[src/source/fpu_pkg.sv]
// FP32 non-computational unit definitions
package fpu_pkg;

    // ------------------------------
    // Widths
    // ------------------------------
    localparam int unsigned FLEN  = 32;  // FP32 only
    localparam int unsigned SUB_W = 2;   // Sub-operation field

    // Front-end opcodes, as sent by the issue stage
    typedef enum logic [2:0] {
        FSGNJ    = 3'd0,
        FMIN_MAX = 3'd1,
        FCMP     = 3'd2,
        FCLASS   = 3'd3,
        FMV_F2X  = 3'd4,
        FMV_X2F  = 3'd5
    } fp_op_e;

    // Operations of the execute unit
    typedef enum logic [1:0] {
        SGNJ     = 2'd0,
        MINMAX   = 2'd1,
        CMP      = 2'd2,
        CLASSIFY = 2'd3
    } unit_op_e;

    // IEEE status flags, only nv is produced here
    typedef struct packed {
        logic nv;  // Invalid operation
        logic dz;  // Divide by zero
        logic of;  // Overflow
        logic uf;  // Underflow
        logic nx;  // Inexact
    } status_t;

    // ------------------------------
    // Request and response
    // ------------------------------
    typedef struct packed {
        unit_op_e             op;
        logic [SUB_W-1:0]     sub;        // Taken from rm[1:0]
        logic [FLEN-1:0]      operand_a;
        logic [FLEN-1:0]      operand_b;
    } fpu_req_t;

    typedef struct packed {
        logic [FLEN-1:0] result;
        status_t         status;
    } fpu_rsp_t;

    // Quiet NaN returned when both min/max operands are NaN
    localparam logic [FLEN-1:0] CANONICAL_NAN = 32'h7fc00000;

    // Bit positions of the classify mask
    localparam int unsigned CLS_NEG_INF    = 0;
    localparam int unsigned CLS_NEG_NORM   = 1;
    localparam int unsigned CLS_NEG_SUBN   = 2;
    localparam int unsigned CLS_NEG_ZERO   = 3;
    localparam int unsigned CLS_POS_ZERO   = 4;
    localparam int unsigned CLS_POS_SUBN   = 5;
    localparam int unsigned CLS_POS_NORM   = 6;
    localparam int unsigned CLS_POS_INF    = 7;
    localparam int unsigned CLS_SNAN       = 8;
    localparam int unsigned CLS_QNAN       = 9;

endpackage

[src/source/fpu_decode.sv]
// Opcode decoder
`timescale 1ns/1ps

module fpu_decode (
    input  fpu_pkg::fp_op_e              op_i,
    input  logic [2:0]                   rm_i,
    input  logic [fpu_pkg::FLEN-1:0]     operand_a_i,
    input  logic [fpu_pkg::FLEN-1:0]     operand_b_i,
    output fpu_pkg::fpu_req_t            req_o
);

    // ------------------------------
    // Operation translation
    // ------------------------------
    always_comb begin : p_decode
        // Operands pass through untouched
        req_o.operand_a = operand_a_i;
        req_o.operand_b = operand_b_i;
        req_o.op        = fpu_pkg::SGNJ;
        req_o.sub       = rm_i[1:0];  // rm MSB would select alt-half, FP32 only here

        unique case (op_i)
            fpu_pkg::FSGNJ: begin
                req_o.op  = fpu_pkg::SGNJ;  // j, jn, jx in rm
            end
            fpu_pkg::FMIN_MAX: begin
                req_o.op  = fpu_pkg::MINMAX;  // rm[0] picks max
            end
            fpu_pkg::FCMP: begin
                req_o.op  = fpu_pkg::CMP;  // le, lt, eq in rm
            end
            fpu_pkg::FCLASS: begin
                req_o.op  = fpu_pkg::CLASSIFY;
            end
            // Register moves need no recoding
            fpu_pkg::FMV_F2X,
            fpu_pkg::FMV_X2F: begin
                req_o.op  = fpu_pkg::SGNJ;
                req_o.sub = 2'd3;  // Passthrough of operand a
            end
            default: begin
                // Unknown opcode falls back to a plain move
                req_o.op  = fpu_pkg::SGNJ;
                req_o.sub = 2'd3;
            end
        endcase
    end

endmodule

[src/source/fpu_issue_buffer.sv]
// Protocol inversion issue buffer
`timescale 1ns/1ps

module fpu_issue_buffer #(
    parameter int unsigned TagWidth = 3
) (
    input  logic                  clk_i,
    input  logic                  rst_ni,
    input  logic                  flush_i,
    // Upstream
    input  logic                  in_valid_i,
    output logic                  in_ready_o,
    input  fpu_pkg::fpu_req_t     req_i,
    input  logic [TagWidth-1:0]   tag_i,
    // Toward execute
    output logic                  out_valid_o,
    input  logic                  out_ready_i,
    output fpu_pkg::fpu_req_t     req_o,
    output logic [TagWidth-1:0]   tag_o
);

    typedef enum logic {
        READY,
        STALL
    } state_e;

    state_e                state_q, state_d;
    logic                  hold_en;   // Capture request into hold register
    logic                  use_hold;  // Drive execute from hold register
    fpu_pkg::fpu_req_t     req_q;
    logic [TagWidth-1:0]   tag_q;

    // ------------------------------
    // Handshake FSM
    // ------------------------------
    always_comb begin : p_fsm
        in_ready_o  = 1'b0;
        out_valid_o = 1'b0;
        hold_en     = 1'b0;
        use_hold    = 1'b0;
        state_d     = state_q;

        unique case (state_q)
            READY: begin
                in_ready_o  = 1'b1;        // Look ready to issue
                out_valid_o = in_valid_i;  // Forward straight to execute
                // Execute refuses, so park the request
                if (in_valid_i && !out_ready_i) begin
                    in_ready_o = 1'b0;
                    hold_en    = 1'b1;
                    state_d    = STALL;
                end
            end
            STALL: begin
                out_valid_o = 1'b1;  // Held request pending
                use_hold    = 1'b1;
                if (out_ready_i) state_d = READY;  // Upstream released next cycle
            end
            default: state_d = READY;
        endcase

        // Flush drops any held request
        if (flush_i) state_d = READY;
    end

    // State register
    always_ff @(posedge clk_i or negedge rst_ni) begin : p_state
        if (!rst_ni) begin
            state_q <= READY;
        end else begin
            state_q <= state_d;
        end
    end

    // Hold register, payload only
    always_ff @(posedge clk_i) begin : p_hold
        if (hold_en) begin
            req_q <= req_i;
            tag_q <= tag_i;
        end
    end

    assign req_o = use_hold ? req_q : req_i;
    assign tag_o = use_hold ? tag_q : tag_i;

endmodule

[src/source/fpu_noncomp.sv]
// FP32 non-computational execute stage
`timescale 1ns/1ps

module fpu_noncomp #(
    parameter int unsigned TagWidth = 3
) (
    input  logic                  clk_i,
    input  logic                  rst_ni,
    input  logic                  flush_i,
    input  logic                  in_valid_i,
    output logic                  in_ready_o,
    input  fpu_pkg::fpu_req_t     req_i,
    input  logic [TagWidth-1:0]   tag_i,
    output logic                  out_valid_o,
    input  logic                  out_ready_i,
    output fpu_pkg::fpu_rsp_t     rsp_o,
    output logic [TagWidth-1:0]   tag_o
);

    localparam int unsigned FLEN = fpu_pkg::FLEN;

    // Per-operand class bits
    typedef struct packed {
        logic sign;
        logic zero;
        logic subnormal;
        logic inf;
        logic snan;
        logic qnan;
    } fp_class_t;

    function automatic fp_class_t classify_op(input logic [FLEN-1:0] x);
        logic [7:0]  exp_f;
        logic [22:0] man_f;
        fp_class_t   c;
        exp_f       = x[30:23];
        man_f       = x[22:0];
        c.sign      = x[FLEN-1];
        c.zero      = (exp_f == 8'h00) && (man_f == '0);
        c.subnormal = (exp_f == 8'h00) && (man_f != '0);
        c.inf       = (exp_f == 8'hff) && (man_f == '0);
        c.snan      = (exp_f == 8'hff) && (man_f != '0) && !man_f[22];
        c.qnan      = (exp_f == 8'hff) && man_f[22];  // Quiet bit set
        return c;
    endfunction

    logic                  valid_q;
    fpu_pkg::fpu_req_t     req_q;
    logic [TagWidth-1:0]   tag_q;
    fp_class_t             cls_a_q, cls_b_q;

    // ------------------------------
    // Stage register
    // ------------------------------
    assign in_ready_o = !valid_q || out_ready_i;  // Empty or draining

    always_ff @(posedge clk_i or negedge rst_ni) begin : p_valid
        if (!rst_ni) begin
            valid_q <= 1'b0;
        end else if (flush_i) begin
            valid_q <= 1'b0;
        end else if (in_ready_o) begin
            valid_q <= in_valid_i;
        end
    end

    always_ff @(posedge clk_i) begin : p_data
        if (in_valid_i && in_ready_o) begin
            req_q   <= req_i;
            tag_q   <= tag_i;
            cls_a_q <= classify_op(req_i.operand_a);
            cls_b_q <= classify_op(req_i.operand_b);
        end
    end

    // ------------------------------
    // Ordering helpers
    // ------------------------------
    logic a_nan, b_nan, any_snan;
    logic both_zero;
    logic lt_total;  // a < b with -0 below +0, NaN-free inputs

    assign a_nan     = cls_a_q.snan | cls_a_q.qnan;
    assign b_nan     = cls_b_q.snan | cls_b_q.qnan;
    assign any_snan  = cls_a_q.snan | cls_b_q.snan;
    assign both_zero = cls_a_q.zero & cls_b_q.zero;

    always_comb begin : p_order
        if (cls_a_q.sign != cls_b_q.sign) begin
            lt_total = cls_a_q.sign;  // Negative one is smaller
        end else if (!cls_a_q.sign) begin
            lt_total = req_q.operand_a[30:0] < req_q.operand_b[30:0];
        end else begin
            lt_total = req_q.operand_a[30:0] > req_q.operand_b[30:0];  // Magnitude reversed
        end
    end

    // ------------------------------
    // Result and flags
    // ------------------------------
    logic        cmp_lt, cmp_eq;
    logic [9:0]  cls_mask;

    assign cmp_lt = lt_total && !both_zero;  // +0 and -0 compare equal
    assign cmp_eq = (req_q.operand_a == req_q.operand_b) || both_zero;

    // One-hot class of operand a
    assign cls_mask[fpu_pkg::CLS_NEG_INF]  = cls_a_q.sign & cls_a_q.inf;
    assign cls_mask[fpu_pkg::CLS_NEG_NORM] = cls_a_q.sign & ~cls_a_q.zero & ~cls_a_q.subnormal
                                           & ~cls_a_q.inf & ~a_nan;
    assign cls_mask[fpu_pkg::CLS_NEG_SUBN] = cls_a_q.sign & cls_a_q.subnormal;
    assign cls_mask[fpu_pkg::CLS_NEG_ZERO] = cls_a_q.sign & cls_a_q.zero;
    assign cls_mask[fpu_pkg::CLS_POS_ZERO] = ~cls_a_q.sign & cls_a_q.zero;
    assign cls_mask[fpu_pkg::CLS_POS_SUBN] = ~cls_a_q.sign & cls_a_q.subnormal;
    assign cls_mask[fpu_pkg::CLS_POS_NORM] = ~cls_a_q.sign & ~cls_a_q.zero & ~cls_a_q.subnormal
                                           & ~cls_a_q.inf & ~a_nan;
    assign cls_mask[fpu_pkg::CLS_POS_INF]  = ~cls_a_q.sign & cls_a_q.inf;
    assign cls_mask[fpu_pkg::CLS_SNAN]     = cls_a_q.snan;
    assign cls_mask[fpu_pkg::CLS_QNAN]     = cls_a_q.qnan;

    always_comb begin : p_exec
        rsp_o.result = req_q.operand_a;
        rsp_o.status = '0;

        unique case (req_q.op)
            fpu_pkg::SGNJ: begin
                unique case (req_q.sub)
                    2'd0:    rsp_o.result = {cls_b_q.sign, req_q.operand_a[30:0]};
                    2'd1:    rsp_o.result = {~cls_b_q.sign, req_q.operand_a[30:0]};
                    2'd2:    rsp_o.result = {cls_a_q.sign ^ cls_b_q.sign,
                                             req_q.operand_a[30:0]};
                    default: rsp_o.result = req_q.operand_a;  // Move
                endcase
            end
            fpu_pkg::MINMAX: begin
                rsp_o.status.nv = any_snan;
                if (a_nan && b_nan) begin
                    rsp_o.result = fpu_pkg::CANONICAL_NAN;
                end else if (a_nan) begin
                    rsp_o.result = req_q.operand_b;  // Non-NaN operand wins
                end else if (b_nan) begin
                    rsp_o.result = req_q.operand_a;
                end else if (req_q.sub[0] ^ lt_total) begin
                    rsp_o.result = req_q.operand_a;  // min and a<b, or max and a>=b
                end else begin
                    rsp_o.result = req_q.operand_b;
                end
            end
            fpu_pkg::CMP: begin
                rsp_o.result = '0;
                unique case (req_q.sub)
                    2'd0: begin  // le
                        rsp_o.result[0] = !(a_nan || b_nan) && (cmp_lt || cmp_eq);
                        rsp_o.status.nv = a_nan || b_nan;
                    end
                    2'd1: begin  // lt
                        rsp_o.result[0] = !(a_nan || b_nan) && cmp_lt;
                        rsp_o.status.nv = a_nan || b_nan;
                    end
                    2'd2: begin  // eq, quiet on qNaN
                        rsp_o.result[0] = !(a_nan || b_nan) && cmp_eq;
                        rsp_o.status.nv = any_snan;
                    end
                    default: ;  // Always false
                endcase
            end
            fpu_pkg::CLASSIFY: begin
                rsp_o.result = {{(FLEN-10){1'b0}}, cls_mask};
            end
            default: ;
        endcase
    end

    assign out_valid_o = valid_q;
    assign tag_o       = tag_q;

endmodule

[src/source/fpu_result.sv]
// Output register toward writeback
`timescale 1ns/1ps

module fpu_result #(
    parameter int unsigned TagWidth = 3
) (
    input  logic                         clk_i,
    input  logic                         rst_ni,
    input  logic                         flush_i,
    input  logic                         in_valid_i,
    output logic                         in_ready_o,
    input  fpu_pkg::fpu_rsp_t            rsp_i,
    input  logic [TagWidth-1:0]          tag_i,
    output logic                         result_valid_o,
    input  logic                         result_ready_i,
    output logic [fpu_pkg::FLEN-1:0]     result_o,
    output fpu_pkg::status_t             status_o,
    output logic [TagWidth-1:0]          tag_o
);

    logic                  valid_q;
    fpu_pkg::fpu_rsp_t     rsp_q;
    logic [TagWidth-1:0]   tag_q;

    // Accept when empty or the held result leaves this cycle
    assign in_ready_o = !valid_q || result_ready_i;

    always_ff @(posedge clk_i or negedge rst_ni) begin : p_valid
        if (!rst_ni) begin
            valid_q <= 1'b0;
        end else if (flush_i) begin
            valid_q <= 1'b0;
        end else if (in_ready_o) begin
            valid_q <= in_valid_i;
        end
    end

    // Payload holds under back-pressure
    always_ff @(posedge clk_i) begin : p_data
        if (in_valid_i && in_ready_o) begin
            rsp_q <= rsp_i;
            tag_q <= tag_i;
        end
    end

    assign result_valid_o = valid_q;
    assign result_o       = rsp_q.result;
    assign status_o       = rsp_q.status;
    assign tag_o          = tag_q;

endmodule

[src/source/fpu_wrap.sv]
// FP32 non-computational unit top level
`timescale 1ns/1ps

module fpu_wrap #(
    parameter int unsigned TagWidth = 3
) (
    input  logic                         clk_i,
    input  logic                         rst_ni,
    input  logic                         flush_i,
    // Issue side
    input  logic                         fpu_valid_i,
    output logic                         fpu_ready_o,
    input  fpu_pkg::fp_op_e              op_i,
    input  logic [2:0]                   rm_i,
    input  logic [fpu_pkg::FLEN-1:0]     operand_a_i,
    input  logic [fpu_pkg::FLEN-1:0]     operand_b_i,
    input  logic [TagWidth-1:0]          tag_i,
    // Writeback side
    output logic                         result_valid_o,
    input  logic                         result_ready_i,
    output logic [fpu_pkg::FLEN-1:0]     result_o,
    output fpu_pkg::status_t             status_o,
    output logic [TagWidth-1:0]          tag_o
);

    // ------------------------------
    // Internal links
    // ------------------------------
    fpu_pkg::fpu_req_t     dec_req;
    logic                  issue_valid, issue_ready;
    fpu_pkg::fpu_req_t     issue_req;
    logic [TagWidth-1:0]   issue_tag;
    logic                  exe_valid, exe_ready;
    fpu_pkg::fpu_rsp_t     exe_rsp;
    logic [TagWidth-1:0]   exe_tag;

    fpu_decode i_decode (
        .op_i        (op_i),
        .rm_i        (rm_i),
        .operand_a_i (operand_a_i),
        .operand_b_i (operand_b_i),
        .req_o       (dec_req)
    );

    // Holds one request while execute is full
    fpu_issue_buffer #(
        .TagWidth (TagWidth)
    ) i_issue_buffer (
        .clk_i       (clk_i),
        .rst_ni      (rst_ni),
        .flush_i     (flush_i),
        .in_valid_i  (fpu_valid_i),
        .in_ready_o  (fpu_ready_o),
        .req_i       (dec_req),
        .tag_i       (tag_i),
        .out_valid_o (issue_valid),
        .out_ready_i (issue_ready),
        .req_o       (issue_req),
        .tag_o       (issue_tag)
    );

    fpu_noncomp #(
        .TagWidth (TagWidth)
    ) i_noncomp (
        .clk_i       (clk_i),
        .rst_ni      (rst_ni),
        .flush_i     (flush_i),
        .in_valid_i  (issue_valid),
        .in_ready_o  (issue_ready),
        .req_i       (issue_req),
        .tag_i       (issue_tag),
        .out_valid_o (exe_valid),
        .out_ready_i (exe_ready),
        .rsp_o       (exe_rsp),
        .tag_o       (exe_tag)
    );

    fpu_result #(
        .TagWidth (TagWidth)
    ) i_result (
        .clk_i          (clk_i),
        .rst_ni         (rst_ni),
        .flush_i        (flush_i),
        .in_valid_i     (exe_valid),
        .in_ready_o     (exe_ready),
        .rsp_i          (exe_rsp),
        .tag_i          (exe_tag),
        .result_valid_o (result_valid_o),
        .result_ready_i (result_ready_i),
        .result_o       (result_o),
        .status_o       (status_o),
        .tag_o          (tag_o)
    );

endmodule

[config.mk]
export PLATFORM = sky130hd
export DESIGN_NAME = fpu_wrap
export DESIGN_NICKNAME = d
export VERILOG_FILES = /design/src/source/fpu_pkg.sv /design/src/source/fpu_decode.sv /design/src/source/fpu_issue_buffer.sv /design/src/source/fpu_noncomp.sv /design/src/source/fpu_result.sv /design/src/source/fpu_wrap.sv
export SDC_FILE = /design/constraint.sdc
export NUM_CORES = 1
export LEC_CHECK = 0
export BUFFER_PORTS_ARGS = -buffer_cell sky130_fd_sc_hd__clkbuf_2
export CAP_MARGIN = 30
export CORE_UTILIZATION = 46
export DETAILED_ROUTE_END_ITERATION = 8
export GPL_TIMING_DRIVEN = 0
export PLACE_DENSITY = 0.66
export SLEW_MARGIN = 20
export SYNTH_ARGS = -nofsm -noshare
export SYNTH_HDL_FRONTEND = slang
export SYNTH_SLANG_ARGS = --single-unit
[constraint.sdc]
create_clock -name clk_i -period 5.9 [get_ports clk_i]
set_input_delay 0.885 -clock clk_i [delete_from_list [all_inputs] [get_ports clk_i]]
set_output_delay 0.885 -clock clk_i [all_outputs]
set_load 0.01 [all_outputs]
Word level (Yosys, flattened, before mapping)
Cells that the tools add are included.
{"block": "word_totals", "inputBits": 78, "output_inout_bits": 42, "wordCells": 136, "reg_bits": 191}
{"block": "op_classes", "order_cmp": 2, "n_reduce_logical": 42, "n_bitwise": 27, "eq_ne": 12, "mux": 27}
{"cell": "2-to-1 mux 32 bit", "count": 4}
{"cell": "one-hot mux 32 bit (4 select lines)", "count": 1}
{"cell": "one-hot mux 32 bit (3 select lines)", "count": 1}
{"cell": "2-to-1 mux 68 bit", "count": 1}
{"cell": "zero test 23 bit", "count": 2}
{"cell": "nonzero test 23 bit", "count": 2}
{"cell": "equality test 32 bit", "count": 1}
{"cell": "greater-than comparator 31 bit", "count": 1}
{"cell": "less-than comparator 31 bit", "count": 1}
{"cell": "logical AND 1 bit", "count": 18}
{"cell": "equality test 8 bit (second input constant)", "count": 2}
{"cell": "zero test 8 bit", "count": 2}
{"cell": "bitwise AND 1 bit", "count": 15}
{"cell": "2-to-1 mux 1 bit", "count": 13}
{"cell": "one-hot mux 2 bit (3 select lines)", "count": 2}
{"cell": "zero test 1 bit", "count": 7}
{"cell": "inverter 1 bit", "count": 7}
{"cell": "equality test 2 bit (second input constant)", "count": 3}
{"cell": "equality test 3 x 2 -> 1 bit (second input constant)", "count": 2}
{"cell": "one-hot mux 1 bit (2 select lines)", "count": 3}
{"cell": "logical OR 1 bit", "count": 5}
{"cell": "equality test 2 x 1 -> 1 bit (second input constant)", "count": 2}
{"cell": "zero test 2 bit", "count": 2}
{"cell": "nonzero test 2 bit", "count": 2}
{"cell": "8 further kinds", "count": 11}

Depth between registers and ports, before layout
{"block": "logic_depth", "ltp_word": 9, "ltp_mapped": 11, "depth_no_buf": 10}

Cells and area by module
A second synthesis with hierarchy kept.
{"block": "unflattened", "cells_unflattened": 650, "area_unflattened_um2": 9489.1}
{"mod": "fpu_noncomp", "instances": 1, "area_per_inst_um2": 4434.3, "cells_per_inst": 381, "seq_area_each_um2": 2397.3}
{"mod": "fpu_issue_buffer", "instances": 1, "area_per_inst_um2": 3288.2, "cells_per_inst": 156, "seq_area_each_um2": 2157.1}
{"mod": "fpu_result", "instances": 1, "area_per_inst_um2": 1261.2, "cells_per_inst": 45, "seq_area_each_um2": 1226.2}
{"mod": "fpu_decode", "instances": 1, "area_per_inst_um2": 505.5, "cells_per_inst": 68, "seq_area_each_um2": 0.0}

Worst setup path after synthesis
OpenSTA, ideal clock, no wires.
{"block": "synth_path", "path_type": "reg2reg", "startpoint": "register i_issue_buffer.state_q", "endpoint": "register i_noncomp.cls_a_q[0] (netlist name), enable pin", "synth_period_minus_slack_ns": 5.314, "path_buffers": 4, "setup_time_ns": 0.517, "arrival_time_ns": 4.797, "t_required_ns": 5.383, "path_stages_with_launch": 7, "path_slack_ns": 0.586, "path_cell_list": "dfrtp_1 > buf_2 > buf_2 > buf_2 > clkbuf_1 > nor2_1 > nor2_1"}
{"block": "synth_via", "elab_chain_len": 3}
{"element": "from (decl)", "line_no": "fpu_issue_buffer.sv:27", "source": "state_e state_q, state_d;"}
{"element": "from (signal assigned)", "line_no": "fpu_issue_buffer.sv:71", "source": "state_q <= state_d;"}
{"element": "inverter 1 bit", "line_no": "fpu_issue_buffer.sv:43", "source": "unique case (state_q)"}
{"element": "one-hot mux 1 bit (2 select lines) *", "line_no": "fpu_issue_buffer.sv:43"}
{"element": "logical AND 1 bit *", "line_no": "fpu_noncomp.sv:68", "source": "if (in_valid_i && in_ready_o) begin"}
{"element": "to (signal assigned)", "line_no": "fpu_noncomp.sv:71", "source": "cls_a_q <= classify_op(req_i.operand_a);"}
{"element": "to (decl)", "line_no": "fpu_noncomp.sv:50", "source": "fp_class_t cls_a_q, cls_b_q;"}
Mark *: on every way between the ends. The rest lies on a longest branch, timed or not.
A chain may end at the register's enable or synchronous reset.

Worst setup path in the final report
{"block": "layout_path", "startpoint": "register i_issue_buffer.state_q", "endpoint": "register i_noncomp.req_q[0] (netlist name), enable pin"}
{"block": "layout_via", "elab_chain_len": 3}
{"element": "inverter 1 bit", "line_no": "fpu_issue_buffer.sv:43"}
{"element": "one-hot mux 1 bit (2 select lines) *", "line_no": "fpu_issue_buffer.sv:43"}
{"element": "logical AND 1 bit *", "line_no": "fpu_noncomp.sv:68"}
{"element": "to (signal assigned)", "line_no": "fpu_noncomp.sv:69", "source": "req_q <= req_i;"}
{"element": "to (decl)", "line_no": "fpu_noncomp.sv:48", "source": "fpu_pkg::fpu_req_t req_q;"}
Marked as above.

==> impl_metrics.tcl <==
set metrics [dict create \
    status "complete, but fails checks" \
    failed_checks "DRC" \
    antennaDiodeCount 0 \
    leakage_uw 0.004041 \
    worstPathMaxFanout 23 \
    net-switching-power_uw 736.5 \
    syn_avg_cell_area_sq_um 14.40 \
    synthCells 608 \
    async_flop_share 0.01587 \
    die-area_sq_um 19590 \
    drcViolationCount 1 \
    fin_ws_ns 2.509 \
    ys_ff_latch 189 \
    cts_root_buffer "clkbuf_16" \
    fmax_mhz 294.9 \
    synth_compound_area_frac 0.08731 \
    grt_use_total 0.2145 \
    grt_max_degree 27 \
    rsz0062_at_grt "false" \
    start_util 0.4681 \
    cpLargestDelayFamily "buffers and inverters" \
    pwr-share-comb 0.096 \
    numCtsBuffers 17 \
    powerDensity_nw_per_um2 284.2 \
    worstPathArrival_ns 3.53 \
    drive_above_1_share 0.3211 \
    min_path_type "primary input to async pin" \
    maxSlewHeadroom 0.4335 \
    slowest_stage "nor2_4" \
    cp_common_cell "buf_2" \
    ir_drop_mv 0.1951 \
    required_ns 6.04 \
    final-setup-viol-count 0 \
    path_class "register to register" \
    nNetsFinal 868 \
    cp_num_buf_inv 6 \
    netlist_top_cells_area "edfxtp_1 (64%), mux2_2 (6.9%), ha_1 (5.6%)" \
    drt-pass1-iter-count 7 \
    reg2regPathDepth 8 \
    synthXorXnorAreaFrac 0 \
    core_area_sq_um 18710 \
    fin_total_pwr_uw 2957 \
    clock_path_buffers 2 \
    syn_to_final_growth_pct 18.85 \
    period_minus_slack_ns 3.391 \
    core.rowCount 50 \
    drt_iter0_drc 434 \
    p_int_uw 2221 \
    grt.overflow.total 0 \
    wl_um 19910 \
    yosys_warnings 0 \
    setup-tns-final_ns 0 \
    port_buffers 114 \
    dieHeight_um 140.0 \
    path_cells "buf_2 -> buf_2 -> buf_2 -> clkbuf_1 -> nor2_1 -> nor2_4 -> buf_16 -> buf_16" \
    cts_tree "done" \
    dp_hpwl_um 14920 \
    io_pins 120 \
    clk_pin_slew_ns 0.07 \
    hold_viol 0 \
    p_clk_frac 0.375 \
    grt_pass1_wl_um 31550 \
    slowest_delay_ns 0.62 \
    routabilityCongestion 0.8454 \
    synth.cell_area_sq_um 8756 \
    p_seq_frac 0.529 \
    cts.sink_count 189 \
    synthAdderAreaFrac 0.05573 \
    cp_num_cells 8 \
    synthFlopType "edfxtp_1" \
    grt_pass1_vias 5836 \
    fin_skew_ns 0.01660 \
    wl_per_cell_um 19.97 \
    swShare 0.2491 \
    fin_area_sq_um 10410 \
    chipWidth_um 140.0 \
    cts.hold.buffers_added 0 \
    drv_slew 0 \
    antenna_found_initial 0 \
    period_share 0.5747 \
    placed_area_sq_um 9831 \
    synth-simple-area-share 0.08317 \
    htree_levels 4 \
    synth_top_family_by_area "multiplexers" \
    worst_pin_slew_ns 0.8497 \
    yosys.area.top_type "edfxtp_1" \
    num_vias 5570 \
    ant_nets 0 \
    cp-end-kind "register" \
    synth_edf_count 186 \
    synth.yosys.seq_area_share 0.6465 \
    synth_mux_area_frac 0.09003 \
    viasPerCell 5.587 \
    post_cts_resized 0 \
    cap_violations 0 \
    netlist.area_leader.share 0.6379 \
    insertion_delay_ns 0.44 \
    postCtsSetupRepairBufs 0 \
    ys_types 54 \
    dp_slack_ns 2.473 \
    ff2ff_setup_slack_ns 2.51 \
    startpoint_type "register" \
]
==> flip-flops by register name (all words and copies together), names as in the netlist <==
signal	cells
i_result.status_o	1
i_noncomp.cls_b_q	3
i_issue_buffer.req_q	68
i_issue_buffer.state_q	1
i_noncomp.out_valid_o	1
i_noncomp.tag_o	3
i_issue_buffer.tag_q	3
i_result.result_valid_o	1
i_noncomp.req_q	67
i_result.tag_o	3
i_result.result_o	32
i_noncomp.cls_a_q	6
==> cell usage after synthesis (4+ instances only) <==
| cell type | n |
|---|---|
| a21o_1 | 6 |
| a21oi_1 | 14 |
| a221o_1 | 9 |
| a22o_1 | 12 |
| and2_1 | 7 |
| and3_1 | 6 |
| buf_2 | 6 |
| buf_4 | 5 |
| clkbuf_1 | 8 |
| edfxtp_1 | 186 |
| ha_1 | 39 |
| inv_1 | 56 |
| mux2_2 | 54 |
| mux2i_1 | 18 |
| nand2_1 | 36 |
| nand3_1 | 6 |
| nand4_1 | 11 |
| nor2_1 | 18 |
| nor2b_1 | 11 |
| nor3_1 | 9 |
| nor4_1 | 16 |
| o21ai_0 | 16 |
| o221a_2 | 10 |
| or2_2 | 4 |
==> logic make-up (layout without fill, tap and decap cells) <==
kind of cell / after synthesis / count (layout)
compound gates: 96 / 96
fa+ha+maj: 39 / 39
mux: 72 / 72
buf+inv: 77 / 229
other cells: 1 / 4
flops: 189 / 189
simple gates: 134 / 134
==> area by class of cell <==
type                    instances  area (sq um)
multi-input cells             345          2806
plain buffers                  21         112.6
clock buffers                  18         429.2
repair buffers                121         748.2
flip-flops and latches        189          5660
clock inverters                13         146.4
fillers                      1515          8299
inverters                      56         210.2
well taps                     234         292.8
==> cell usage in the layout (no fill, tap or decap), types with 3 or more instances in the layout <==
| cell type | instances |
|---|---|
| clkbuf_1 | 9 |
| buf_16 | 5 |
| dfrtp_1 | 3 |
| a221o_1 | 9 |
| o221a_2 | 10 |
| or2_2 | 4 |
| and3_1 | 6 |
| nor4_1 | 16 |
| nor2b_1 | 10 |
| clkinv_8 | 4 |
| o211ai_1 | 3 |
| nand2_1 | 36 |
| a211oi_1 | 3 |
| ha_1 | 39 |
| mux2_2 | 54 |
| clkbuf_2 | 114 |
| buf_2 | 6 |
| clkbuf_16 | 17 |
| nand4_1 | 11 |
| o21ai_0 | 16 |
| nor3_1 | 9 |
| and2_1 | 7 |
| nand3_1 | 6 |
| a21oi_1 | 14 |
| edfxtp_1 | 186 |
| mux2i_1 | 18 |
| a21o_1 | 6 |
| nor2_1 | 16 |
| inv_1 | 56 |
| inv_6 | 6 |
| conb_1 | 4 |
| a22o_1 | 12 |
| buf_4 | 5 |
==> metrics by stage <==
step | utilization | hold WS [ns] | cells
final | 0.5563 | 0.2352 | 997
after global routing | 0.5563 | 0.2267 | 997
after CTS | 0.5563 | 0.2280 | 997
after detailed placement | 0.5256 | 0.4062 | 966
after global placement | 0.5148 | 0.4035 | 959
after floorplan | - | 0.4003 | 611
==> worst paths after layout <==
check / startpoint / end
hold / removal: rst_ni / i_result.result_valid_o
setup reg to reg: i_issue_buffer.state_q / i_noncomp.req_q[0]
max in group asynchronous: rst_ni / i_noncomp.out_valid_o
setup / recovery: i_issue_buffer.state_q / i_noncomp.req_q[0]
min in group clk_i: i_noncomp.tag_o[1] / i_result.tag_o[1]
hold reg to reg: i_noncomp.tag_o[1] / i_result.tag_o[1]
==> layer usage <==
metal,up-vias,global-route usage,share of wire
met5,-,0,0
met4,0,0.07114,0.012
met3,18,0.03932,0.046
met2,162,0.3642,0.50
met1,2770,0.2781,0.44
li1,2620,-,-
==> power by group through the flow <==
stage	clock network [uW]	logic (uW)	registers, uW
final	1110	284	1560
after floorplan	0	162	1590
after CTS	1120	284	1560
after detailed placement	0	281	1590
after global routing	1180	313	1570
after global placement	0	260	1600
Power figures use the tool's default switching activity.
